File: src/logic/rtc_pkg.sv
package rtc_pkg;

  ////////////////////////////////////////////////////////////////////////////
  // Bus cycle timing
  ////////////////////////////////////////////////////////////////////////////

  // Clocks per bus phase
  localparam int phase_cycles = 4;
  localparam int phase_cnt_w  = $clog2(phase_cycles);

  // Phase codes, in the order a cycle walks through them
  localparam logic [1:0] ph_addr_setup  = 2'd0;
  localparam logic [1:0] ph_addr_strobe = 2'd1;
  localparam logic [1:0] ph_data        = 2'd2;
  localparam logic [1:0] ph_release     = 2'd3;

  ////////////////////////////////////////////////////////////////////////////
  // Chip register map
  ////////////////////////////////////////////////////////////////////////////

  // Transfer command, freezes the counters into the read registers
  localparam logic [7:0] cmd_addr = 8'hF0;
  localparam logic [7:0] cmd_data = 8'h00;

  localparam int num_reads  = 9;
  localparam int read_cnt_w = $clog2(num_reads);

  // Clock secs, mins, hours, day, month, year, then timer secs, mins, hours
  localparam logic [7:0] read_addr_table [num_reads] = '{
    8'h21, 8'h22, 8'h23, 8'h24, 8'h25, 8'h26,
    8'h41, 8'h42, 8'h43
  };

  ////////////////////////////////////////////////////////////////////////////
  // Shadow register file
  ////////////////////////////////////////////////////////////////////////////

  localparam int shadow_depth = 16;
  localparam int reg_index_w  = 4;

  // Shadow slot for each entry of read_addr_table
  localparam logic [reg_index_w-1:0] read_index_table [num_reads] = '{
    4'd1, 4'd2, 4'd3, 4'd12, 4'd13, 4'd14,
    4'd9, 4'd10, 4'd11
  };

  ////////////////////////////////////////////////////////////////////////////
  // Read sequencer states
  ////////////////////////////////////////////////////////////////////////////

  localparam logic [1:0] seq_idle    = 2'd0;
  localparam logic [1:0] seq_command = 2'd1;
  localparam logic [1:0] seq_read    = 2'd2;
  localparam logic [1:0] seq_finish  = 2'd3;

endpackage
File: src/logic/rtc_reader_top.sv
module rtc_reader_top (
  input  logic                          clk,
  input  logic                          reset,
  input  logic                          start,
  input  logic [rtc_pkg::reg_index_w-1:0] rd_index,
  output logic [7:0]                    rd_data,
  output logic                          snapshot_valid,
  output logic                          busy,
  output logic                          refresh_done,
  output logic                          cs_n,
  output logic                          as_n,
  output logic                          rd_n,
  output logic                          wr_n,
  output logic                          ad_oe,
  output logic [7:0]                    ad_out,
  input  logic [7:0]                    ad_in
);

  import rtc_pkg::*;

  // Sequencer to bus controller
  logic [7:0] addr;
  logic [7:0] wdata;
  logic       bus_write;
  logic       bus_read;
  logic       done;

  // Bus controller and sequencer to shadow registers
  logic                   rdata_valid;
  logic [7:0]             rdata;
  logic [reg_index_w-1:0] reg_index;

  rtc_read_sequencer u_sequencer (
    .clk          (clk),
    .reset        (reset),
    .start        (start),
    .done         (done),
    .addr         (addr),
    .wdata        (wdata),
    .reg_index    (reg_index),
    .bus_write    (bus_write),
    .bus_read     (bus_read),
    .busy         (busy),
    .refresh_done (refresh_done)
  );

  rtc_bus_cycle u_bus_cycle (
    .clk         (clk),
    .reset       (reset),
    .addr        (addr),
    .wdata       (wdata),
    .bus_write   (bus_write),
    .bus_read    (bus_read),
    .done        (done),
    .rdata_valid (rdata_valid),
    .rdata       (rdata),
    .cs_n        (cs_n),
    .as_n        (as_n),
    .rd_n        (rd_n),
    .wr_n        (wr_n),
    .ad_oe       (ad_oe),
    .ad_out      (ad_out),
    .ad_in       (ad_in)
  );

  rtc_shadow_regs u_shadow_regs (
    .clk            (clk),
    .reset          (reset),
    .wr_en          (rdata_valid),
    .wr_index       (reg_index),
    .wr_data        (rdata),
    .commit         (refresh_done),
    .rd_index       (rd_index),
    .rd_data        (rd_data),
    .snapshot_valid (snapshot_valid)
  );

endmodule

File: src/logic/rtc_shadow_regs.sv
module rtc_shadow_regs (
  input  logic                          clk,
  input  logic                          reset,
  input  logic                          wr_en,
  input  logic [rtc_pkg::reg_index_w-1:0] wr_index,
  input  logic [7:0]                    wr_data,
  input  logic                          commit,
  input  logic [rtc_pkg::reg_index_w-1:0] rd_index,
  output logic [7:0]                    rd_data,
  output logic                          snapshot_valid
);

  import rtc_pkg::*;

  // Staging bank filled during a pass and visible bank seen by the host
  logic [7:0] staging [shadow_depth];
  logic [7:0] visible [shadow_depth];

  always_ff @(posedge clk) begin
    if (reset) begin
      for (int i = 0; i < shadow_depth; i++) begin
        staging[i] <= '0;
        visible[i] <= '0;
      end
      snapshot_valid <= 1'b0;
    end else begin
      if (wr_en) begin
        staging[wr_index] <= wr_data;
      end
      // Whole-bank copy so the host never sees a partial pass
      if (commit) begin
        for (int i = 0; i < shadow_depth; i++) begin
          visible[i] <= staging[i];
        end
        snapshot_valid <= 1'b1;
      end
    end
  end

  assign rd_data = visible[rd_index];

  ////////////////////////////////////////////////////////////////////////////
  // Checks
  ////////////////////////////////////////////////////////////////////////////

  // Last staging write must land before the copy
  assert property (@(posedge clk) disable iff (reset)
    !(commit && wr_en))
    else $error("commit and wr_en in the same cycle");

endmodule

File: src/logic/rtc_bus_cycle.sv
module rtc_bus_cycle (
  input  logic       clk,
  input  logic       reset,
  input  logic [7:0] addr,
  input  logic [7:0] wdata,
  input  logic       bus_write,
  input  logic       bus_read,
  output logic       done,
  output logic       rdata_valid,
  output logic [7:0] rdata,
  output logic       cs_n,
  output logic       as_n,
  output logic       rd_n,
  output logic       wr_n,
  output logic       ad_oe,
  output logic [7:0] ad_out,
  input  logic [7:0] ad_in
);

  import rtc_pkg::*;

  logic                   active;
  logic                   is_write;
  logic [1:0]             phase;
  logic [phase_cnt_w-1:0] cycle_cnt;
  logic                   phase_end;
  logic                   in_data;

  assign phase_end = (cycle_cnt == phase_cnt_w'(phase_cycles - 1));
  assign in_data   = active && (phase == ph_data);

  ////////////////////////////////////////////////////////////////////////////
  // Phase and cycle counters
  ////////////////////////////////////////////////////////////////////////////

  always_ff @(posedge clk) begin
    if (reset) begin
      active    <= 1'b0;
      is_write  <= 1'b0;
      phase     <= ph_addr_setup;
      cycle_cnt <= '0;
    end else if (!active) begin
      // Idle, wait for a request pulse
      if (bus_write || bus_read) begin
        active    <= 1'b1;
        is_write  <= bus_write;
        phase     <= ph_addr_setup;
        cycle_cnt <= '0;
      end
    end else if (phase_end) begin
      cycle_cnt <= '0;
      phase     <= phase + 2'd1;
      if (phase == ph_release) begin
        active <= 1'b0;
      end
    end else begin
      cycle_cnt <= cycle_cnt + 1'b1;
    end
  end

  // Read data sampled on the last data-phase clock
  always_ff @(posedge clk) begin
    if (in_data && phase_end && !is_write) begin
      rdata <= ad_in;
    end
  end

  ////////////////////////////////////////////////////////////////////////////
  // Chip strobes and bus drive
  ////////////////////////////////////////////////////////////////////////////

  // Chip select covers setup, strobe and data, released in the last phase
  assign cs_n = !(active && (phase != ph_release));
  assign as_n = !(active && (phase == ph_addr_strobe));
  assign rd_n = !(in_data && !is_write);
  assign wr_n = !(in_data && is_write);

  // Address driven ahead of and through the strobe, write data in data phase
  assign ad_oe = active && ((phase == ph_addr_setup) ||
                            (phase == ph_addr_strobe) ||
                            (phase == ph_data && is_write));
  assign ad_out = (phase == ph_data) ? wdata : addr;

  // End of the release phase closes the cycle
  assign done        = active && (phase == ph_release) && phase_end;
  assign rdata_valid = done && !is_write;

  ////////////////////////////////////////////////////////////////////////////
  // Checks
  ////////////////////////////////////////////////////////////////////////////

  assert property (@(posedge clk) disable iff (reset)
    !(!rd_n && !wr_n))
    else $error("rd_n and wr_n low together");

  // Sequencer must wait for done before the next request
  assert property (@(posedge clk) disable iff (reset)
    (bus_write || bus_read) |-> !active)
    else $error("request while a bus cycle is in progress");

  // Request to done is four full phases
  assert property (@(posedge clk) disable iff (reset)
    (!active && (bus_write || bus_read)) |-> ##(4 * phase_cycles) done)
    else $error("bus cycle length wrong");

endmodule

File: src/logic/rtc_read_sequencer.sv
module rtc_read_sequencer (
  input  logic                          clk,
  input  logic                          reset,
  input  logic                          start,
  input  logic                          done,
  output logic [7:0]                    addr,
  output logic [7:0]                    wdata,
  output logic [rtc_pkg::reg_index_w-1:0] reg_index,
  output logic                          bus_write,
  output logic                          bus_read,
  output logic                          busy,
  output logic                          refresh_done
);

  import rtc_pkg::*;

  logic [1:0]            state;
  logic [read_cnt_w-1:0] read_cnt;
  logic [read_cnt_w-1:0] next_cnt;
  logic                  last_read;

  assign next_cnt  = read_cnt + 1'b1;
  assign last_read = (read_cnt == read_cnt_w'(num_reads - 1));

  // Status straight from the state register
  assign busy         = (state != seq_idle);
  assign refresh_done = (state == seq_finish);

  ////////////////////////////////////////////////////////////////////////////
  // Sequencer FSM
  ////////////////////////////////////////////////////////////////////////////

  always_ff @(posedge clk) begin
    if (reset) begin
      state     <= seq_idle;
      read_cnt  <= '0;
      addr      <= '0;
      wdata     <= '0;
      reg_index <= '0;
      bus_write <= 1'b0;
      bus_read  <= 1'b0;
    end else begin
      // Requests are single-cycle pulses
      bus_write <= 1'b0;
      bus_read  <= 1'b0;

      case (state)
        seq_idle: begin
          if (start) begin
            state     <= seq_command;
            addr      <= cmd_addr;
            wdata     <= cmd_data;
            reg_index <= '0;
            bus_write <= 1'b1;
          end
        end

        seq_command: begin
          // Chip counters are frozen now so the first table read goes out
          if (done) begin
            state     <= seq_read;
            read_cnt  <= '0;
            addr      <= read_addr_table[0];
            reg_index <= read_index_table[0];
            bus_read  <= 1'b1;
          end
        end

        seq_read: begin
          if (done) begin
            if (last_read) begin
              state <= seq_finish;
            end else begin
              read_cnt  <= next_cnt;
              addr      <= read_addr_table[next_cnt];
              reg_index <= read_index_table[next_cnt];
              bus_read  <= 1'b1;
            end
          end
        end

        seq_finish: begin
          // Shadow bank commits during this single cycle
          state    <= seq_idle;
          read_cnt <= '0;
        end

        default: begin
          state <= seq_idle;
        end
      endcase
    end
  end

  ////////////////////////////////////////////////////////////////////////////
  // Checks
  ////////////////////////////////////////////////////////////////////////////

  // One request kind at a time towards the bus controller
  assert property (@(posedge clk) disable iff (reset)
    !(bus_write && bus_read))
    else $error("bus_write and bus_read high together");

  // A start during a pass must not launch another command write
  assert property (@(posedge clk) disable iff (reset)
    (start && busy) |=> !bus_write)
    else $error("start acted on while busy");

endmodule

File: config.mk
export PLATFORM = sky130hd
export DESIGN_NAME = rtc_reader_top
export DESIGN_NICKNAME = d
export VERILOG_FILES = /design/src/logic/rtc_pkg.sv /design/src/logic/rtc_reader_top.sv /design/src/logic/rtc_shadow_regs.sv /design/src/logic/rtc_bus_cycle.sv /design/src/logic/rtc_read_sequencer.sv
export SDC_FILE = /design/constraint.sdc
export NUM_CORES = 1
export LEC_CHECK = 0
export BUFFER_PORTS_ARGS = -buffer_cell sky130_fd_sc_hd__buf_4
export CAP_MARGIN = 20
export CORE_ASPECT_RATIO = 0.6
export CORE_MARGIN = 2
export CORE_UTILIZATION = 50
export CTS_BUF_LIST = sky130_fd_sc_hd__clkbuf_8
export CTS_CLUSTER_DIAMETER = 50
export CTS_CLUSTER_SIZE = 16
export DETAILED_ROUTE_END_ITERATION = 8
export PLACE_DENSITY = 0.69
export SLEW_MARGIN = 20
export SYNTH_ARGS = -nofsm -noshare
export SYNTH_HDL_FRONTEND = slang
export SYNTH_SLANG_ARGS = --single-unit
File: constraint.sdc
create_clock -name clk -period 3.05 [get_ports clk]
set_input_delay 0.1525 -clock clk [delete_from_list [all_inputs] [get_ports clk]]
set_output_delay 0.1525 -clock clk [all_outputs]
set_load 0.05 [all_outputs]
==> impl_metrics.toml, run 1 <==
[yosys]
synth_cell_type_count = 43
synth_nets = 831
synth_adder_area_share_pct = 1.34
synth_top_area_share_pct = 65.4
yosys-top-cells-area = "edfxtp_1 65%, and2_1 11%, mux4_2 7.4%"
ys_ff_latch = 286
syn_area_um2 = 12100
synth_edf_count = 264
synth_top_area_cell = "edfxtp_1"
synth-simple-area-share_pct = 17.9
synthFlopType = "edfxtp_1"
synth_warnings = 0
synthTopCellsByCount = "264 x edfxtp_1, 209 x and2_1, 57 x nor2b_1"
avgSynthCellArea_um2 = 15.1
synth-async-reset-ratio_pct = 0
yosysMostFrequentCell = "edfxtp_1"
synth-compound-area-share_pct = 2.13
synthCells = 803
synthXorXnorAreaFrac_pct = 0.0723
synth_top_family_by_area = "simple AND/OR/NAND/NOR gates"
synth-seq-area-share_pct = 69.0
synthMuxAreaShare_pct = 7.60

[floorplan]
die_h_um = 125
start_util_pct = 50.5
die-area_um2 = 25500
pin_count = 39
dieWidth_um = 205
core_um2 = 24000
rows = 44

[sta]
period_share_pct = 81.9
max_freq_mhz = 400
setup_viol_count_final = 0
layout_setup_ws_ns = 0.552
finalCriticalPeriod_ns = 2.50
rsz0062_at_grt = "false"
tightestPinTransition_ns = 0.831
final_max_slew_viol_count = 0
maxSlewHeadroom_pct = 44.6
tns_ns = 0
hold_viol_final = 0
clock_skew_ns = 0.0351
holdWs_ns = 0.0805

[cts]
cts_root_buf = "clkbuf_8"
clockBufferDepth = 3
ctsResizeCount = 0
numCtsBuffers = 22
clkSinkCount = 286
htree_levels = 1
clock_latency_ns = 0.55
cts_tree = "built"
path_clk_slew_ns = 0.10

[setup_path]
r2r_end = "u_shadow_regs.staging[9][2]"
critical_path_buf_inv_count = 0
cpPeakStageDelay_ns = 0.63
reg2reg_depth = 5
slowest_stage = "dfxtp_1"
crit_chain = "nand3_4, nor4_1, nand2b_1, nor2_1, or2_2"
r2r_setup_slack_ns = 0.55
cpLargestDelayFamily = "simple AND/OR/NAND/NOR gates"
worst_setup_path_start_kind = "flop"
cp.arrival_ns = 2.74
crit_path_end_kind = "flop"
worstReg2RegStart = "u_bus_cycle.active"
critPathRequiredTime_ns = 3.29
path_class = "reg2reg"
crit_path_max_fanout = 15

[drt]
routed_via_density = 5.41
antenna_left = 0
drt_iter0_markers = 591
vias = 6318
remaining_drc_errors = 0
firstDrtPassIters = 5
drt-total-wl_mm = 24.5
routedWlPerCell_um = 21.0

[grt]
grt_usage_pct = 19.8
antenna_found_initial = 0
grt_max_degree = 75
grt_overflow = 0
grt_pass1_vias = 6068
grt_first_pass_wirelength_mm = 37.5

[layout]
fin_cells = 1167
fin_nets = 866
diodes = 0
drive_gt1_share_pct = 16.4
areaGrowthSynthToFinish_pct = 9.10

[power_and_ir_drop]
finalPower_w = 0.00782
power_density_nw_per_um2 = 591
ir_worst_vdd_mv = 0.456
leakage_nw = 4.76

[job]
drv_cap = 0

[hold_path]
worstHoldPathCells = 2
timing.hold.worst.class = "in2reg"
holdPathEnd = "u_sequencer.read_cnt[1]"
min-delay-start = "reset"

[placed_design]
gp_congestion = 0.822
dp_hpwl_mm = 16.0
place_inst = 1127
io_buffers = 37
dp_slack_ns = 0.564

[outcome]
status = "complete, no violations"
[how the worst max path moves through the flow]
stage / start / endpoint / slack (ns) / cells after the start
floorplan: u_sequencer.state[1] / u_shadow_regs.visible[0][0] / 0.03 / 2
global placement: u_bus_cycle.active / u_shadow_regs.staging[9][4] / 0.65 / 5
detailed placement: u_bus_cycle.active / u_shadow_regs.staging[9][3] / 0.56 / 5
CTS: u_bus_cycle.active / u_shadow_regs.staging[9][0] / 0.57 / 5
global route: u_bus_cycle.active / u_shadow_regs.staging[9][4] / 0.25 / 5
finish: u_bus_cycle.active / u_shadow_regs.staging[9][2] / 0.55 / 5
[placed cells by master (no fill, tap or decap), types with 3 or more instances in the layout]
master	count
nand3b_1	3
nor4b_1	3
ha_1	13
a311oi_1	3
nand2_1	15
dfxtp_1	22
or2_2	18
nor2_1	29
nor2b_1	56
inv_1	18
edfxtp_1	264
a21oi_1	18
buf_12	5
mux4_2	40
o21ai_0	5
clkbuf_8	23
nand2b_1	6
a211oi_1	3
and2_1	209
buf_4	44
nor3_1	9
dlygate4sd3_1	9
nand3_1	4
[area by class of cell]
| cell class | instances | area, um^2 |
|---|---|---|
| Clock buffer | 23 | 317 |
| Clock inverter | 8 | 42.5 |
| Fill cell | 1972 | 10800 |
| Inverter | 12 | 45.0 |
| Multi-Input combinational cell | 458 | 3530 |
| Sequential cell | 286 | 8370 |
| Tap cell | 322 | 403 |
| Timing Repair Buffer | 58 | 520 |
[layer usage]
layer	vias to the layer above	track usage (%)	routed length [um]
li1	2923	-	-
met2	190	26.7	10100
met4	0	4.23	468
met5	-	0	0
met1	3174	32.9	12300
met3	31	4.06	1720
[through the flow]
stage               util (%)  cell area [um^2]
global route            55.1             13200
finish                  55.1             13200
CTS                     55.1             13200
floorplan                  -             12100
global placement        53.2             12800
detailed placement      53.2             12800
[worst register-to-register path, cell delays in order (launching register included)]
cell      delay (ns)
dfxtp_1         0.63
nand3_4         0.21
nor4_1          0.33
nand2b_1        0.22
nor2_1          0.50
or2_2           0.33
[timing repair]
| item | in CTS | in global routing |
|---|---|---|
| endpoints found under the hold margin | 9 | 0 |
| hold buffers | 9 | 0 |
| setup buffers | 0 | 0 |
[report_power, final]
group          total [W]  internal [W]  switching [W]
Combinational    0.00122      0.000452       0.000767
Clock            0.00189      0.000704        0.00119
Sequential       0.00471       0.00459       0.000112
Total            0.00782       0.00575        0.00207
[sequential cells by signal (all words and copies together), names as in the netlist, 2 cells and up]
signal,count
u_shadow_regs.staging,128
u_shadow_regs.visible,128
u_bus_cycle.rdata,8
u_sequencer.read_cnt,4
u_sequencer.reg_index,4
u_sequencer.addr,3
u_bus_cycle.cycle_cnt,2
u_bus_cycle.phase,2
u_sequencer.state,2
[logic make-up (layout without fill, tap and decap cells)]
kind of cell,count (synthesis),after routing
simple gates,361,361
flops,286,286
buf+inv,59,101
mux,42,42
compound gates,40,40
fa+ha+maj,13,13
other cells,1,1
xor+xnor,1,1
(Power assumes the default switching activity.)
==> inputs of run 2 (changes only) <==
--- a/config.mk
+++ b/config.mk
@@ -14,7 +14,7 @@
 export CTS_CLUSTER_DIAMETER = 50
 export CTS_CLUSTER_SIZE = 16
 export DETAILED_ROUTE_END_ITERATION = 8
-export PLACE_DENSITY = 0.69
+export PLACE_DENSITY = 0.66
 export SLEW_MARGIN = 20
 export SYNTH_ARGS = -nofsm -noshare
 export SYNTH_HDL_FRONTEND = slang
==> constraint.sdc (replaced) <==
create_clock -name clk -period 2.5 [get_ports clk]
set_input_delay 0.125 -clock clk [delete_from_list [all_inputs] [get_ports clk]]
set_output_delay 0.125 -clock clk [all_outputs]
set_load 0.05 [all_outputs]
==> impl_metrics.toml, run 2 (synthesis gave the netlist of run 1 again) <==
[power_and_ir_drop]
switchingPower_w = 0.00253
p_seq_share_pct = 58.9
switching_share_pct = 26.0
share_comb_of_total_power_pct = 15.4
p_clk_share_pct = 25.7
p_int_w = 0.00723
leakage_nw = 4.85
power_density_nw_per_um2 = 730
ir_worst_vdd_mv = 0.842

[floorplan]
die_h_um = 125
rows = 44
start_util_pct = 50.5
core_um2 = 24000
dieWidth_um = 205
die-area_um2 = 25500
pin_count = 39

[layout]
final_cell_mix = "264 x edfxtp_1, 209 x and2_1, 58 x buf_4, 56 x nor2b_1, 40 x mux4_2"
top_regs = "u_shadow_regs.staging: 128 flops, u_shadow_regs.visible: 128 flops, u_bus_cycle.rdata: 8 flops"
fin_nets = 880
fin_util_pct = 55.7
fillerInstances = 1908
drive_gt1_share_pct = 17.9
layout.cells.most_common = "edfxtp_1"
areaGrowthSynthToFinish_pct = 10.3

[cts]
clkSinkCount = 286
numCtsBuffers = 22
clockBufferDepth = 3
cts_root_buf = "clkbuf_8"
path_clk_slew_ns = 0.10
ctsResizeCount = 0
cts_setup_buffers = 0
clock_latency_ns = 0.55
htree_levels = 1
cts_tree = "built"

[grt]
grt_first_pass_wirelength_mm = 38.2
grt_max_degree = 79
grt_usage_pct = 20.0
antenna_found_initial = 4
grt_pass1_vias = 6452
grt_overflow = 0

[setup_path]
critical_path_buf_inv_count = 1
cpPeakStageDelay_ns = 0.54
r2r_setup_slack_ns = 0.29
worst_setup_path_start_kind = "flop"
crit_path_end_kind = "output pin"
crit_path_frequent_cell = "mux4_2"
cpLargestDelayFamily = "multiplexers"
crit_chain = "mux4_2, mux4_2, buf_4"
path_class = "reg2out"
slowest_stage = "mux4_2"
crit_path_max_fanout = 1
critPathRequiredTime_ns = 2.38
cp.arrival_ns = 2.26

[sta]
finalCriticalPeriod_ns = 2.38
period_share_pct = 95.3
rsz0062_at_grt = "false"
clock_skew_ns = 0.0154
tightestPinTransition_ns = 0.831
hold_viol_final = 0
tns_ns = 0
setup_viol_count_final = 0
maxSlewHeadroom_pct = 44.6
final_max_slew_viol_count = 0
max_freq_mhz = 420

[hold_path]
timing.hold.worst.class = "in2reg"

[drt]
drt-total-wl_mm = 24.6
routedWlPerCell_um = 20.8
firstDrtPassIters = 5
remaining_drc_errors = 0
routed_via_density = 5.36
vias = 6345
antenna_left = 0
drt_iter0_markers = 450

[placed_design]
io_buffers = 37
dp_hpwl_mm = 16.6
gp_congestion = 0.817

[job]
drv_cap = 0

[outcome]
status = "complete, no violations"
-- run 2: power groups by stage --
stage,registers (W),logic [W],clock network (W)
floorplan,0.00579,0.00106,0
global placement,0.00585,0.00146,0
detailed placement,0.00586,0.00149,0
CTS,0.00575,0.00151,0.00256
global route,0.00578,0.00162,0.00274
finish,0.00575,0.00150,0.00251
-- run 2: path summary, 6_finish.rpt --
kind,start,endpoint,cells after the start
setup reg to reg,u_bus_cycle.cycle_cnt[0],u_shadow_regs.staging[4][7],6
setup / recovery,u_shadow_regs.visible[9][6],rd_data[6],3
hold reg to reg,u_sequencer.addr[4],u_sequencer.addr[4],2
hold / removal,ad_in[2],u_bus_cycle.rdata[2],2
-- run 2: through the flow --
step                hold WS, ns  instances  power [W]  cell area, um^2  setup slack (ns)
global route              0.269       1183     0.0101            13400            0.0184
floorplan                 0.224        803    0.00686            12100             0.112
finish                    0.288       1184    0.00976            13400             0.118
CTS                       0.261       1183    0.00982            13400             0.105
detailed placement        0.304       1140    0.00735            12900             0.273
global placement          0.304       1140    0.00731            12900             0.318
-- run 2: layer usage --
metal	GRT usage (%)	routed length, um	vias to the layer above
met3	4.87	1940	29
met5	0	32	-
met2	29.6	10700	200
li1	-	-	2946
met1	30.5	11600	3166
met4	3.60	319	4
-- run 2: repair_timing --
item / in CTS / in global routing
hold buffers: 10 / 0
endpoints found under the setup margin: 0 / 0
hold endpoints to repair: 13 / 0
-- run 2: area by class of cell --
| type | count | area, um^2 | area share [%] |
|---|---|---|---|
| sequential | 286 | 8370 | 62.6 |
| multi-input combinational | 458 | 3530 | 26.4 |
| timing repair buffer | 72 | 616 | 4.60 |
| tap | 322 | 403 | 3.01 |
| clock buffer | 23 | 317 | 2.37 |
| clock inverter | 10 | 93.8 | 0.702 |
| inverter | 12 | 45.0 | 0.337 |
| antenna | 1 | 2.50 | 0.0187 |
-- run 2: worst reg2reg max path: cells and delay by family, from the launching register on --
| kind | cells | cell delay [ns] |
|---|---|---|
| and+or+nand+nor | 5 | 1.26 |
| DFF | 1 | 0.36 |
| adders and majority gates | 1 | 0.28 |
